## src/mipsPkg.sv

```systemverilog
package mipsPkg;

	// primary opcode field, bits 31:26.
	localparam logic [5:0] OP_SPECIAL  = 6'b000000;
	localparam logic [5:0] OP_REGIMM   = 6'b000001;
	localparam logic [5:0] OP_J        = 6'b000010;
	localparam logic [5:0] OP_JAL      = 6'b000011;
	localparam logic [5:0] OP_BEQ      = 6'b000100;
	localparam logic [5:0] OP_BNE      = 6'b000101;
	localparam logic [5:0] OP_BLEZ     = 6'b000110;
	localparam logic [5:0] OP_BGTZ     = 6'b000111;
	localparam logic [5:0] OP_ADDI     = 6'b001000;
	localparam logic [5:0] OP_ADDIU    = 6'b001001;
	localparam logic [5:0] OP_SLTI     = 6'b001010;
	localparam logic [5:0] OP_SLTIU    = 6'b001011;
	localparam logic [5:0] OP_ANDI     = 6'b001100;
	localparam logic [5:0] OP_ORI      = 6'b001101;
	localparam logic [5:0] OP_XORI     = 6'b001110;
	localparam logic [5:0] OP_LUI      = 6'b001111;
	localparam logic [5:0] OP_COP0     = 6'b010000;
	localparam logic [5:0] OP_SPECIAL2 = 6'b011100;
	localparam logic [5:0] OP_SPECIAL3 = 6'b011111;
	localparam logic [5:0] OP_LB       = 6'b100000;
	localparam logic [5:0] OP_LH       = 6'b100001;
	localparam logic [5:0] OP_LWL      = 6'b100010;
	localparam logic [5:0] OP_LW       = 6'b100011;
	localparam logic [5:0] OP_LBU      = 6'b100100;
	localparam logic [5:0] OP_LHU      = 6'b100101;
	localparam logic [5:0] OP_LWR      = 6'b100110;
	localparam logic [5:0] OP_SB       = 6'b101000;
	localparam logic [5:0] OP_SH       = 6'b101001;
	localparam logic [5:0] OP_SWL      = 6'b101010;
	localparam logic [5:0] OP_SW       = 6'b101011;
	localparam logic [5:0] OP_SWR      = 6'b101110;
	localparam logic [5:0] OP_LL       = 6'b110000;

	// funct field under SPECIAL.
	localparam logic [5:0] FN_SLL     = 6'b000000;
	localparam logic [5:0] FN_SRL     = 6'b000010;
	localparam logic [5:0] FN_SRA     = 6'b000011;
	localparam logic [5:0] FN_SLLV    = 6'b000100;
	localparam logic [5:0] FN_SRLV    = 6'b000110;
	localparam logic [5:0] FN_SRAV    = 6'b000111;
	localparam logic [5:0] FN_JR      = 6'b001000;
	localparam logic [5:0] FN_JALR    = 6'b001001;
	localparam logic [5:0] FN_MOVZ    = 6'b001010;
	localparam logic [5:0] FN_MOVN    = 6'b001011;
	localparam logic [5:0] FN_SYSCALL = 6'b001100;
	localparam logic [5:0] FN_BREAK   = 6'b001101;
	localparam logic [5:0] FN_MFHI    = 6'b010000;
	localparam logic [5:0] FN_MTHI    = 6'b010001;
	localparam logic [5:0] FN_MFLO    = 6'b010010;
	localparam logic [5:0] FN_MTLO    = 6'b010011;
	localparam logic [5:0] FN_MULT    = 6'b011000;
	localparam logic [5:0] FN_MULTU   = 6'b011001;
	localparam logic [5:0] FN_DIV     = 6'b011010;
	localparam logic [5:0] FN_DIVU    = 6'b011011;
	localparam logic [5:0] FN_ADD     = 6'b100000;
	localparam logic [5:0] FN_ADDU    = 6'b100001;
	localparam logic [5:0] FN_SUB     = 6'b100010;
	localparam logic [5:0] FN_SUBU    = 6'b100011;
	localparam logic [5:0] FN_AND     = 6'b100100;
	localparam logic [5:0] FN_OR      = 6'b100101;
	localparam logic [5:0] FN_XOR     = 6'b100110;
	localparam logic [5:0] FN_NOR     = 6'b100111;
	localparam logic [5:0] FN_SLT     = 6'b101010;
	localparam logic [5:0] FN_SLTU    = 6'b101011;

	// funct field under SPECIAL2.
	localparam logic [5:0] FN2_MADD  = 6'b000000;
	localparam logic [5:0] FN2_MADDU = 6'b000001;
	localparam logic [5:0] FN2_MUL   = 6'b000010;
	localparam logic [5:0] FN2_MSUB  = 6'b000100;
	localparam logic [5:0] FN2_MSUBU = 6'b000101;
	localparam logic [5:0] FN2_CLZ   = 6'b100000;
	localparam logic [5:0] FN2_CLO   = 6'b100001;

	// funct field under SPECIAL3, BSHFL picks its op from shamt.
	localparam logic [5:0] FN3_EXT   = 6'b000000;
	localparam logic [5:0] FN3_INS   = 6'b000100;
	localparam logic [5:0] FN3_BSHFL = 6'b100000;
	localparam logic [4:0] SH_WSBH   = 5'b00010;
	localparam logic [4:0] SH_SEB    = 5'b10000;
	localparam logic [4:0] SH_SEH    = 5'b11000;

	// rt field under REGIMM.
	localparam logic [4:0] RT_BLTZ   = 5'b00000;
	localparam logic [4:0] RT_BGEZ   = 5'b00001;
	localparam logic [4:0] RT_BLTZAL = 5'b10000;
	localparam logic [4:0] RT_BGEZAL = 5'b10001;

	// rs field under COP0.
	localparam logic [4:0] RS_MF = 5'b00000;
	localparam logic [4:0] RS_MT = 5'b00100;

	localparam logic [31:0] ERET_WORD = 32'h4200_0018;

	typedef struct packed {
		logic [5:0] op;
		logic [4:0] rs;
		logic [4:0] rt;
		logic [4:0] rd;
		logic [4:0] shamt;
		logic [5:0] funct;
	} rFmt_t;

	typedef struct packed {
		logic [5:0] op;
		logic [4:0] rs;
		logic [4:0] rt;
		logic [15:0] imm;
	} iFmt_t;

	typedef struct packed {
		logic [5:0] op;
		logic [25:0] target;
	} jFmt_t;

	// one instruction word, three field layouts.
	typedef union packed {
		rFmt_t rFmt;
		iFmt_t iFmt;
		jFmt_t jFmt;
	} instrWord_u;

	// up to sixteen characters, right-justified, zero-filled on the left.
	typedef logic [127:0] mnemonic_t;

	typedef enum logic [2:0] {
		clsNop,
		clsAlu,
		clsBranch,
		clsJump,
		clsLoad,
		clsStore,
		clsSystem,
		clsUnknown
	} insnClass_e;

	typedef struct packed {
		logic [31:0] pc;
		logic [31:0] instr;
		mnemonic_t mnem;
		insnClass_e cls;
	} traceRec_t;

endpackage

```

## src/classCounter.sv

```systemverilog
module classCounter #(
	parameter int CNT_W = 16
) (
	input logic clk,
	input logic rst,
	input logic retValid,
	input mipsPkg::insnClass_e cls,
	input mipsPkg::insnClass_e cntSel,
	output logic [CNT_W-1:0] cntValue
);

	// one counter per class, indexed by the enum value.
	logic [7:0][CNT_W-1:0] cnt;
	logic atMax;

	assign atMax = &cnt[cls];

	always_ff @(posedge clk) begin
		if (rst) begin
			cnt <= '0;
		end else if (retValid && !atMax) begin
			cnt[cls] <= cnt[cls] + 1'b1;
		end
	end

	// read side is a plain mux.
	assign cntValue = cnt[cntSel];

endmodule

```

## config.mk

```make
export PLATFORM = sky130hd
export DESIGN_NAME = classCounter
export DESIGN_NICKNAME = d
export VERILOG_FILES = /design/src/mipsPkg.sv /design/src/classCounter.sv
export SDC_FILE = /design/constraint.sdc
export NUM_CORES = 1
export LEC_CHECK = 0
export ABC_CLOCK_PERIOD_IN_PS = 2500
export BUFFER_PORTS_ARGS = -buffer_cell sky130_fd_sc_hd__buf_2
export CORE_MARGIN = 2
export CORE_UTILIZATION = 40
export CTS_CLUSTER_SIZE = 28
export DETAILED_ROUTE_END_ITERATION = 7
export PLACE_DENSITY = 0.56
export SYNTH_ARGS = -nofsm -noshare
export SYNTH_HDL_FRONTEND = slang
export SYNTH_SLANG_ARGS = --single-unit
export TNS_END_PERCENT = 30
```

## constraint.sdc

```tcl
create_clock -name clk -period 2.5 [get_ports clk]
set_clock_uncertainty 0.2 [all_clocks]
set_input_delay 0.125 -clock clk [delete_from_list [all_inputs] [get_ports clk]]
set_output_delay 0.125 -clock clk [all_outputs]
set_load 0.02 [all_outputs]
```

==> out/metrics.yaml <==
relSlewSlack: 0.530
port_buffers: 24
postRouteAntennaNets: 0
r2r_end: "cnt[91]"
final.min_clock_period_ns: 2.68
coreArea_um2: 17800
critPathKind: "reg2reg"
vias: 6225
max_freq_ghz: 0.373
rsz0062_at_grt: "yes"
die_w_um: 138
synth_area_per_cell_um2: 10.6
ys_warn_count: 0
drt-vias-per-instance: 5.77
p_leak_uw: 0.00372
setup_viol: 128
ys_types: 58
syn_nets: 690
die_y_um: 138
regMostFlops: "cnt"
r2r_start: "cnt[121]"
clockBufferDepth: 2
rr_worst_depth: 10
ys_top_cells_by_area: "dfxtp_1 (35%), mux4_2 (17%), mux2i_1 (16%)"
crit_path_start_kind: "flip-flop"
tightestPinTransition_ns: 0.704
synth_edf_count: 0
violations: "setup timing"
synthesis.area_um2: 7220
clkTransAtPathRegs_ns: 0.06
r2r_slack_ns: -0.18
period_share: 1.07
fin_tns_setup_ns: -14.44
ir_drop_uv: 467
fin_nets: 846
cts-root-buf: "clkbuf_16"
antenna_found_initial: 0
cp.arrival_ns: 2.83
grt_pass1_wl_um: 35000
rows: 49
ios: 25
reg_top3: "cnt (128)"
synth_ff_type: "dfxtp_1"
hold_end: "cnt[64]"
globalplace.congestion: 0.846
layout_setup_ws_ns: -0.178
hp-start: "rst"
routedWlPerCell_um: 20.7
cap_violations: 0
cts_tree: "done"
first_global_vias: 6421
status: "finished, violations left"
drt_pass1_iterations: 5
area_delta_synth_final_pct: 36.8
hpwlAfterDp_um: 14800
htreeDepth: 4
synthCells: 680
crit_fanout: 4
hold_depth: 3
drt_iter0_markers: 461
diodes: 0
synthTopCellsByCount: "dfxtp_1 (128), mux2i_1 (112), nand2_1 (112)"
finalMaxSlewViolations: 0
wl_um: 22300
clock_latency_ns: 0.43
power.density_nw_per_um2: 556
largest_register_ffs: 128
design.die.area_um2: 19100
finish.instance_area_um2: 9880
yosys.cell_count.top_type: "dfxtp_1"
drive_above_1_share: 0.456
synth_seq_area_share: 0.355
hold_viol_final: 0
cts.sinks: 128
hold_class: "in2reg"
cts_buffers: 17
cp-end-kind: "flip-flop"
async_flop_share: 0
gr-usage-all-layers: 0.234
cp.required_ns: 2.65
synth.largest_area_cell: "dfxtp_1"
grt_max_degree: 33
synth_top_area_frac: 0.355
dpl-instance-area_um2: 8640
drc: 0
fillers: 1505
start_util: 0.405
overflow: 0
ys_ff_latch: 128
cells by family (layout without fill, tap and decap cells):
family	after synthesis	in the layout	synth area share
AO/OA/AOI/OAI	85	85	0.0785
AND/OR/NAND/NOR	199	199	0.132
flip-flops	128	128	0.355
XOR/XNOR	4	4	0.00485
adder cells (fa/ha/maj)	1	1	0.00173
buffers and inverters	70	239	0.0622
multiplexers	193	193	0.366
metrics by stage:
stage               total power [uW]  hold WS [ns]   util  instances  worst slack, ns
floorplan                       2430         0.141      -        680           -0.175
global placement                2590         0.249  0.484       1029           -0.429
detailed placement              2600         0.263  0.484       1029           -0.505
CTS                             5530       0.00987  0.548       1076           -0.153
global route                    5640        0.0309  0.554       1078           -0.261
finish                          5490        0.0296  0.554       1078           -0.178
how the worst max path moves through the flow:
stage              from  endpoint  cells after the start
2_1_floorplan    cls[0]   cnt[23]                     13
3_3_place_gp     cls[2]   cnt[95]                     11
3_5_place_dp     cls[2]   cnt[85]                     11
4_1_cts        cnt[112]    cnt[3]                     11
5_1_grt        cnt[121]   cnt[91]                     10
6_report       cnt[121]   cnt[91]                     10
repair_timing:
action                                 4_1_cts  5_1_grt
setup endpoints to repair                  128      128
buffers inserted                            12        2
endpoints found under the hold margin        0        0
resized for setup                           77       25
cloned                                       3        0
pin swaps                                   15       15
hold buffers                                 0        0
layer usage:
metal / share of wire / routed length [um] / vias to the layer above / track usage
li1: - / - / 2844 / -
met1: 0.44 / 9780 / 3117 / 0.302
met2: 0.48 / 10800 / 209 / 0.387
met3: 0.051 / 1130 / 55 / 0.0471
met4: 0.029 / 658 / 0 / 0.0940
met5: 0 / 0 / - / 0
critical path, cell delays in order (launching register included):
cell and delay, ns:
dfxtp_2 0.32, mux4_2 0.48, mux2_4 0.31, and3b_2 0.24, nand2_4 0.10, buf_6 0.11, o311ai_4 0.11, buf_6 0.16
nor2_4 0.20, buf_6 0.16, mux2i_1 0.19
layout make-up:
| cell class | count | area, um2 | share of cell area |
|---|---|---|---|
| Clock buffer | 17 | 425 | 0.0431 |
| Clock inverter | 15 | 258 | 0.0261 |
| Inverter | 11 | 41.3 | 0.00418 |
| Multi-Input combinational cell | 482 | 4530 | 0.459 |
| Sequential cell | 128 | 2590 | 0.262 |
| Tap cell | 229 | 287 | 0.0290 |
| Timing Repair Buffer | 196 | 1750 | 0.177 |
power by group:
| part | internal [uW] | leakage (uW) | total (uW) | switching [uW] |
|---|---|---|---|---|
| registers | 2060 | 0.00104 | 2070 | 10.1 |
| clock network | 1890 | 0.000329 | 2880 | 994 |
| logic | 240 | 0.00235 | 548 | 308 |
| total | 4180 | 0.00372 | 5490 | 1310 |
cells in the final DEF, fill, tap and decap left out, drive strengths merged, types with 4 or more instances in the layout:
master | Yosys | layout
dfxtp | 128 | 128
nand4 | 5 | 5
mux4 | 54 | 54
mux2i | 113 | 113
bufinv | 0 | 6
clkbuf | 27 | 18
o32ai | 4 | 4
buf | 32 | 195
nor2 | 16 | 16
o31ai | 5 | 5
nand2 | 113 | 113
a21oi | 25 | 25
inv | 11 | 14
mux2 | 26 | 26
clkinv | 0 | 5
o21ai | 24 | 24
nand3 | 20 | 20
nor4 | 11 | 11
o22ai | 5 | 5
nor3 | 13 | 13
o211ai | 5 | 5
Power figures use the tool's default switching activity.
