$ cat config.mk
export PLATFORM = sky130hd
export DESIGN_NAME = traceStage
export DESIGN_NICKNAME = d
export VERILOG_FILES = /design/src/mipsPkg.sv /design/src/traceStage.sv
export SDC_FILE = /design/constraint.sdc
export NUM_CORES = 1
export LEC_CHECK = 0
export ABC_AREA = 1
export BUFFER_PORTS_ARGS = -buffer_cell sky130_fd_sc_hd__buf_2
export CAP_MARGIN = 20
export CORE_AREA = 2 2 151 153
export CTS_BUF_LIST = sky130_fd_sc_hd__clkbuf_16
export DETAILED_ROUTE_END_ITERATION = 8
export DIE_AREA = 0 0 153 155
export GPL_ROUTABILITY_DRIVEN = 0
export PLACE_DENSITY = 0.69
export SKIP_CTS_REPAIR_TIMING = 1
export SYNTH_ARGS = -nofsm -noshare
export SYNTH_HDL_FRONTEND = slang
export SYNTH_SLANG_ARGS = --single-unit
$ cat constraint.sdc
create_clock -name clk -period 0.8 [get_ports clk]
set_clock_uncertainty 0.1 [all_clocks]
set_input_delay 0.04 -clock clk [delete_from_list [all_inputs] [get_ports clk]]
set_output_delay 0.04 -clock clk [all_outputs]
set_load 0.03 [all_outputs]
$ cat src/mipsPkg.sv
package mipsPkg;

	// primary opcode field, bits 31:26.
	localparam logic [5:0] OP_SPECIAL  = 6'b000000;
	localparam logic [5:0] OP_REGIMM   = 6'b000001;
	localparam logic [5:0] OP_J        = 6'b000010;
	localparam logic [5:0] OP_JAL      = 6'b000011;
	localparam logic [5:0] OP_BEQ      = 6'b000100;
	localparam logic [5:0] OP_BNE      = 6'b000101;
	localparam logic [5:0] OP_BLEZ     = 6'b000110;
	localparam logic [5:0] OP_BGTZ     = 6'b000111;
	localparam logic [5:0] OP_ADDI     = 6'b001000;
	localparam logic [5:0] OP_ADDIU    = 6'b001001;
	localparam logic [5:0] OP_SLTI     = 6'b001010;
	localparam logic [5:0] OP_SLTIU    = 6'b001011;
	localparam logic [5:0] OP_ANDI     = 6'b001100;
	localparam logic [5:0] OP_ORI      = 6'b001101;
	localparam logic [5:0] OP_XORI     = 6'b001110;
	localparam logic [5:0] OP_LUI      = 6'b001111;
	localparam logic [5:0] OP_COP0     = 6'b010000;
	localparam logic [5:0] OP_SPECIAL2 = 6'b011100;
	localparam logic [5:0] OP_SPECIAL3 = 6'b011111;
	localparam logic [5:0] OP_LB       = 6'b100000;
	localparam logic [5:0] OP_LH       = 6'b100001;
	localparam logic [5:0] OP_LWL      = 6'b100010;
	localparam logic [5:0] OP_LW       = 6'b100011;
	localparam logic [5:0] OP_LBU      = 6'b100100;
	localparam logic [5:0] OP_LHU      = 6'b100101;
	localparam logic [5:0] OP_LWR      = 6'b100110;
	localparam logic [5:0] OP_SB       = 6'b101000;
	localparam logic [5:0] OP_SH       = 6'b101001;
	localparam logic [5:0] OP_SWL      = 6'b101010;
	localparam logic [5:0] OP_SW       = 6'b101011;
	localparam logic [5:0] OP_SWR      = 6'b101110;
	localparam logic [5:0] OP_LL       = 6'b110000;

	// funct field under SPECIAL.
	localparam logic [5:0] FN_SLL     = 6'b000000;
	localparam logic [5:0] FN_SRL     = 6'b000010;
	localparam logic [5:0] FN_SRA     = 6'b000011;
	localparam logic [5:0] FN_SLLV    = 6'b000100;
	localparam logic [5:0] FN_SRLV    = 6'b000110;
	localparam logic [5:0] FN_SRAV    = 6'b000111;
	localparam logic [5:0] FN_JR      = 6'b001000;
	localparam logic [5:0] FN_JALR    = 6'b001001;
	localparam logic [5:0] FN_MOVZ    = 6'b001010;
	localparam logic [5:0] FN_MOVN    = 6'b001011;
	localparam logic [5:0] FN_SYSCALL = 6'b001100;
	localparam logic [5:0] FN_BREAK   = 6'b001101;
	localparam logic [5:0] FN_MFHI    = 6'b010000;
	localparam logic [5:0] FN_MTHI    = 6'b010001;
	localparam logic [5:0] FN_MFLO    = 6'b010010;
	localparam logic [5:0] FN_MTLO    = 6'b010011;
	localparam logic [5:0] FN_MULT    = 6'b011000;
	localparam logic [5:0] FN_MULTU   = 6'b011001;
	localparam logic [5:0] FN_DIV     = 6'b011010;
	localparam logic [5:0] FN_DIVU    = 6'b011011;
	localparam logic [5:0] FN_ADD     = 6'b100000;
	localparam logic [5:0] FN_ADDU    = 6'b100001;
	localparam logic [5:0] FN_SUB     = 6'b100010;
	localparam logic [5:0] FN_SUBU    = 6'b100011;
	localparam logic [5:0] FN_AND     = 6'b100100;
	localparam logic [5:0] FN_OR      = 6'b100101;
	localparam logic [5:0] FN_XOR     = 6'b100110;
	localparam logic [5:0] FN_NOR     = 6'b100111;
	localparam logic [5:0] FN_SLT     = 6'b101010;
	localparam logic [5:0] FN_SLTU    = 6'b101011;

	// funct field under SPECIAL2.
	localparam logic [5:0] FN2_MADD  = 6'b000000;
	localparam logic [5:0] FN2_MADDU = 6'b000001;
	localparam logic [5:0] FN2_MUL   = 6'b000010;
	localparam logic [5:0] FN2_MSUB  = 6'b000100;
	localparam logic [5:0] FN2_MSUBU = 6'b000101;
	localparam logic [5:0] FN2_CLZ   = 6'b100000;
	localparam logic [5:0] FN2_CLO   = 6'b100001;

	// funct field under SPECIAL3, BSHFL picks its op from shamt.
	localparam logic [5:0] FN3_EXT   = 6'b000000;
	localparam logic [5:0] FN3_INS   = 6'b000100;
	localparam logic [5:0] FN3_BSHFL = 6'b100000;
	localparam logic [4:0] SH_WSBH   = 5'b00010;
	localparam logic [4:0] SH_SEB    = 5'b10000;
	localparam logic [4:0] SH_SEH    = 5'b11000;

	// rt field under REGIMM.
	localparam logic [4:0] RT_BLTZ   = 5'b00000;
	localparam logic [4:0] RT_BGEZ   = 5'b00001;
	localparam logic [4:0] RT_BLTZAL = 5'b10000;
	localparam logic [4:0] RT_BGEZAL = 5'b10001;

	// rs field under COP0.
	localparam logic [4:0] RS_MF = 5'b00000;
	localparam logic [4:0] RS_MT = 5'b00100;

	localparam logic [31:0] ERET_WORD = 32'h4200_0018;

	typedef struct packed {
		logic [5:0] op;
		logic [4:0] rs;
		logic [4:0] rt;
		logic [4:0] rd;
		logic [4:0] shamt;
		logic [5:0] funct;
	} rFmt_t;

	typedef struct packed {
		logic [5:0] op;
		logic [4:0] rs;
		logic [4:0] rt;
		logic [15:0] imm;
	} iFmt_t;

	typedef struct packed {
		logic [5:0] op;
		logic [25:0] target;
	} jFmt_t;

	// one instruction word, three field layouts.
	typedef union packed {
		rFmt_t rFmt;
		iFmt_t iFmt;
		jFmt_t jFmt;
	} instrWord_u;

	// up to sixteen characters, right-justified, zero-filled on the left.
	typedef logic [127:0] mnemonic_t;

	typedef enum logic [2:0] {
		clsNop,
		clsAlu,
		clsBranch,
		clsJump,
		clsLoad,
		clsStore,
		clsSystem,
		clsUnknown
	} insnClass_e;

	typedef struct packed {
		logic [31:0] pc;
		logic [31:0] instr;
		mnemonic_t mnem;
		insnClass_e cls;
	} traceRec_t;

endpackage

$ cat src/traceStage.sv
module traceStage (
	input logic clk,
	input logic rst,
	input logic retValid,
	input logic [31:0] retPc,
	input logic [31:0] retInstr,
	input mipsPkg::mnemonic_t mnem,
	input mipsPkg::insnClass_e cls,
	output logic traceValid,
	output mipsPkg::traceRec_t trace
);

	// one-cycle pulse after each retirement.
	always_ff @(posedge clk) begin
		if (rst) begin
			traceValid <= 1'b0;
		end else begin
			traceValid <= retValid;
		end
	end

	// record only loads on retValid, so it holds between pulses.
	always_ff @(posedge clk) begin
		if (rst) begin
			trace <= '0;
		end else if (retValid) begin
			trace.pc <= retPc;
			trace.instr <= retInstr;
			trace.mnem <= mnem;
			trace.cls <= cls;
		end
	end

endmodule

==> metrics.csv, run 1 <==
stage,metric,value,unit
setup_path,worstSetupPathType,register to output port,
cts,clk_latency,0.42,ns
detailed_routing,postRouteAntennaNets,0,
setup_path,max_stage_delay,0.37,ns
synth,synth_cell_types,9,
final_layout,layout.cells.non_filler,2135,
hold_path,hp-class,input port to register,
status,violations,"hold timing, setup timing",
detailed_routing,drt_pass1_iterations,4,
synth,synthTopCellsByArea,"dfxtp_1 (48%), nor2_1 (18%), nand2_1 (18%)",
detailed_routing,routed_wl,30.2,mm
setup_path,crit_chain,buf_6,
timing,fin_hold_ws,-0.241,ns
synth,yosysMostFrequentCell,nor2_1,
status,status,finished with violations,
synth,async_reset_ff_share,0,%
setup_path,path_delay_family,flip-flops,
detailed_routing,vias,9502,
timing,finalCritPeriodShare,133,%
hold_path,hold_depth,2,
detailed_routing,initialDrtViolationCount,444,
place,io_buffers,393,
synth,synth_top_area_share,48.0,%
timing,finalSetupViolCount,199,
setup_path,crit_cells,1,
timing,relSlewSlack,79.2,%
final_layout,fill_cells,1560,
cts,cts_max_path_buffers,2,
synth,seq_area_frac_synth,48.0,%
floorplanning,rows,55,
cts,cts.sinks,196,
grt,antenna_found_initial,0,
cts,htree_num_levels,4,
cts,path_clk_slew,0.07,ns
setup_path,cp-start-kind,register,
synth,synth_flop_cell,dfxtp_1,
grt,grtUsageTotal,17.9,%
job,maxCapViolCount,0,
grt,grt_pass1_vias,7453,
floorplanning,num_io_pins,394,
cts,cts_tree,yes,
place,place_area,0.0105,mm2
setup_path,slowest_stage,dfxtp_2,
cts,cts_buffers,17,
detailed_routing,via_per_inst,4.45,
synth,synthTopCellsByCount,"nor2_1 (391), nand2_1 (390), dfxtp_1 (196), inv_1 (196), buf_6 (33)",
timing,worst_pin_slew,0.312,ns
final_layout,syn_to_final_growth,78.4,%
floorplanning,die_y,155,um
timing,max_freq,0.940,GHz
timing,hold_violations,5,
synth,postSynthAreaPerCell,6.59,um2
setup_path,reg2regPathDepth,3,
floorplanning,start_util,36.7,%
synth,synthCells,1239,
place,dp_hpwl,16.4,mm
place,dp.cells,1900,
cts,cts_root_buf,clkbuf_16,
power_and_ir_drop,power_density,1770,mW/mm2
detailed_routing,routedWlPerCell,14.1,um
grt,grt_max_degree,41,
synth,synth_top_cell_by_area,dfxtp_1,
floorplanning,core_area,0.0222,mm2
timing,grt_setup_unrepaired,yes,
setup_path,cp_data_required_time,0.66,ns
floorplanning,die_w,153,um
final_layout,drive_above_1_share,37.0,%
synth,ys_ff_latch,196,
setup_path,end_kind,output port,
synth,netlist_area,0.00817,mm2
synth,yosysWarnings,0,
grt,grt_first_pass_wirelength,35.2,mm
grt,grt_overflow,0,
synth,synth-edff-count,0,
timing,worst_slack,-0.264,ns
floorplanning,dieArea,0.0237,mm2
timing,maxSlewViolCount,0,
final_layout,layout.nets,2036,
timing,finalCriticalPeriod,1.06,ns
setup_path,cp_num_buf_inv,1,
power_and_ir_drop,leakagePower,7.96,nW
setup_path,crit_arrival,0.92,ns
final_layout,final_cell_area,0.0146,mm2
final_layout,n_antenna_cell,0,
final_layout,multi_input_area,0.00295,mm2
detailed_routing,drcViolationCount,0,
setup_path,critPathMaxFanout,2,
final_layout,area.sequential,0.00417,mm2
synth,synth_nets,1437,
power_and_ir_drop,irDropWorstVdd,0.00143,V
[area by class of cell]
cell class / count / share of cell area [%]
clock buffers: 17 / 2.92
clock inverters: 14 / 0.842
inverters: 197 / 5.11
multi-input cells: 781 / 20.3
flip-flops and latches: 196 / 28.6
well taps: 285 / 2.45
repair buffers: 645 / 39.8
[per-layer routing]
metal / global-route usage (%) / up-vias / wire [um]
li1: - / 4694 / -
met3: 6.21 / 90 / 2360
met2: 31.5 / 440 / 15200
met5: 0 / - / 0
met4: 5.29 / 0 / 1120
met1: 20.6 / 4278 / 11400
[final timing paths]
check                           startpoint  slack, ns         end
worst max-delay path             trace[28]      -0.26   trace[28]
worst min-delay path                   rst      -0.24  traceValid
worst max register to register   trace[72]      -0.05   trace[72]
worst min register to register   trace[83]       0.38   trace[83]
[logic make-up after synthesis]
family | Yosys count | share of synthesized area, %
and+or+nand+nor | 781 | 35.9
DFF | 196 | 48.0
buffers and inverters | 262 | 16.1
[through the flow]
stage	setup WS (ns)	power (mW)	util (%)	TNS [ns]
2_1_floorplan	0.00592	14.0	-	0
3_3_place_gp	-0.135	15.6	47.3	-15.79
3_5_place_dp	-0.149	15.7	47.3	-18.73
4_1_cts	-0.373	23.9	49.7	-62.49
5_1_grt	-0.298	26.9	65.5	-52.89
6_report	-0.264	25.7	65.5	-44.99
[layout by cell type, fill, tap and decap left out, drive strengths merged]
master,n
buf,450
nor2,391
nand2,390
inv,203
dfxtp,196
dlygate4sd3,195
clkbuf,17
clkinv,8
[sequential cells by signal (all words and copies together), names as in the netlist]
register	flops
trace	195
traceValid	1
[power breakdown]
group	leakage [nW]	total (mW)	internal, mW	switching (mW)
registers	1.69	11.1	10.6	0.527
clock network	0.274	8.14	4.08	4.05
logic	6.00	6.49	3.09	3.41
total	7.96	25.7	17.7	7.99
Power figures use the tool's default switching activity.
==> run 2: changes to the inputs <==
- PLACE_DENSITY: 0.69 -> 0.74
==> run 2 against run 1 <==
Compared with the run above:
- the flow still finishes with violations (hold timing, setup timing)
- first-iteration DRC count grew 70%
- design area fell by 1.3%
- largest cell class unchanged
- cell count shrank 0.61%
==> metrics.csv, run 2 (synthesis gave the netlist of run 1 again) <==
stage,metric,value,unit
setup_path,cp_num_buf_inv,1,
setup_path,critPathMaxFanout,2,
grt,grt_overflow,0,
final_layout,largest_reg_flops,195,
final_layout,top_regs,"trace: 195 flops, traceValid: 1 flops",
status,violations,"hold timing, setup timing",
cts,cts_buffers,17,
timing,worst_slack,-0.284,ns
detailed_routing,drt_pass1_iterations,5,
floorplanning,num_io_pins,394,
power_and_ir_drop,pwr-share-seq,43.4,%
grt,grt_pass1_vias,7137,
setup_path,end_kind,output port,
detailed_routing,via_per_inst,4.60,
timing,grt_setup_unrepaired,yes,
power_and_ir_drop,clock_power_share,31.5,%
timing,hold_violations,2,
job,maxCapViolCount,0,
timing,fin_hold_ws,-0.247,ns
cts,path_clk_slew,0.08,ns
timing,worst_pin_slew,0.239,ns
cts,htree_num_levels,4,
final_layout,layout.nets,2024,
detailed_routing,initialDrtViolationCount,756,
detailed_routing,routed_wl,31.4,mm
setup_path,path_delay_family,flip-flops,
cts,cts_root_buf,clkbuf_16,
cts,clk_latency,0.42,ns
grt,antenna_found_initial,0,
setup_path,crit_arrival,0.94,ns
power_and_ir_drop,leakagePower,7.86,nW
timing,maxSlewViolCount,0,
power_and_ir_drop,power,25.7,mW
place,dp_slack,-0.160,ns
floorplanning,core_area,0.0222,mm2
timing,relSlewSlack,84.1,%
detailed_routing,vias,9762,
power_and_ir_drop,p_sw,8.01,mW
power_and_ir_drop,power_density,1780,mW/mm2
setup_path,slowest_stage,dfxtp_4,
detailed_routing,postRouteAntennaNets,0,
timing,finalCritPeriodShare,136,%
floorplanning,die_y,155,um
final_layout,top_register,trace,
floorplanning,start_util,36.7,%
power_and_ir_drop,irDropWorstVdd,0.00113,V
place,dp_hpwl,15.5,mm
power_and_ir_drop,p_int,17.7,mW
setup_path,crit_chain,buf_6,
detailed_routing,drcViolationCount,0,
setup_path,cp-start-kind,register,
cts,cts.sinks,196,
status,status,finished with violations,
timing,finalSetupViolCount,203,
final_layout,fill_cells,1528,
final_layout,drive_above_1_share,36.5,%
detailed_routing,routedWlPerCell,14.8,um
timing,finalCriticalPeriod,1.08,ns
cts,cts_max_path_buffers,2,
floorplanning,dieArea,0.0237,mm2
grt,grt_first_pass_wirelength,33.2,mm
grt,grtUsageTotal,16.9,%
grt,grt_max_degree,54,
setup_path,worstSetupPathType,register to output port,
setup_path,cp_data_required_time,0.66,ns
final_layout,final_common_cell,nand2_1,
timing,max_freq,0.922,GHz
final_layout,final_cell_mix,"nand2_1 (390), nor2_1 (385), inv_1 (196), buf_2 (196), buf_6 (196)",
cts,cts_tree,yes,
hold_path,hp-class,input port to register,
floorplanning,die_w,153,um
power_and_ir_drop,switching_share,31.2,%
final_layout,n_antenna_cell,0,
floorplanning,rows,55,
setup_path,max_stage_delay,0.38,ns
power_and_ir_drop,combinationalPowerShare,25.1,%
place,io_buffers,393,
final_layout,syn_to_final_growth,76.1,%
-- run 2: changes by cell type in the layout (fill, tap and decap cells not counted), sizes merged --
cell,before,now
clkinvlp,0,1
buf,450,438
inv,203,201
-- run 2: area by class of cell --
class                           count  area (um2)  share of cell area [%]
Clock inverter                     13         123                   0.853
Sequential cell                   196        4170                    29.0
Inverter                          197         744                    5.18
Clock buffer                       17         425                    2.96
Tap cell                          285         357                    2.48
Timing Repair Buffer              633        5610                    39.0
Multi-Input combinational cell    781        2950                    20.5
-- run 2: worst paths after layout --
path,end,from,slack [ns],depth (start not counted)
setup / recovery,trace[3],trace[3],-0.28,1
setup reg to reg,trace[157],trace[157],-0.04,3
hold reg to reg,trace[193],trace[193],0.38,2
hold / removal,traceValid,rst,-0.25,2
-- run 2: through the flow --
stage / cells / setup TNS [ns] / util (%) / hold slack (ns) / area [um2]
2_1_floorplan: 1239 / 0 / - / 0.0112 / 8170
3_3_place_gp: 1884 / -18.22 / 46.3 / 0.177 / 10300
3_5_place_dp: 1884 / -21.17 / 46.3 / 0.180 / 10300
4_1_cts: 1914 / -62.17 / 48.7 / -0.272 / 10800
5_1_grt: 2122 / -54.41 / 64.7 / -0.273 / 14400
6_report: 2122 / -45.62 / 64.7 / -0.247 / 14400
-- run 2: per-layer routing --
layer | GRT usage, % | share of wire (%) | wire length, um
met1 | 19.4 | 37 | 11500
met2 | 29.4 | 49 | 15500
met3 | 5.93 | 8.8 | 2750
met4 | 5.73 | 5.3 | 1680
met5 | 0 | 0 | 0
-- run 2: power by group through the flow --
stage | clock network, mW | logic (mW) | registers, mW
2_1_floorplan | 0 | 1.71 | 12.3
3_3_place_gp | 0 | 4.47 | 11.0
3_5_place_dp | 0 | 4.53 | 11.0
4_1_cts | 8.29 | 4.53 | 10.8
5_1_grt | 8.74 | 6.86 | 11.2
6_report | 8.09 | 6.44 | 11.1
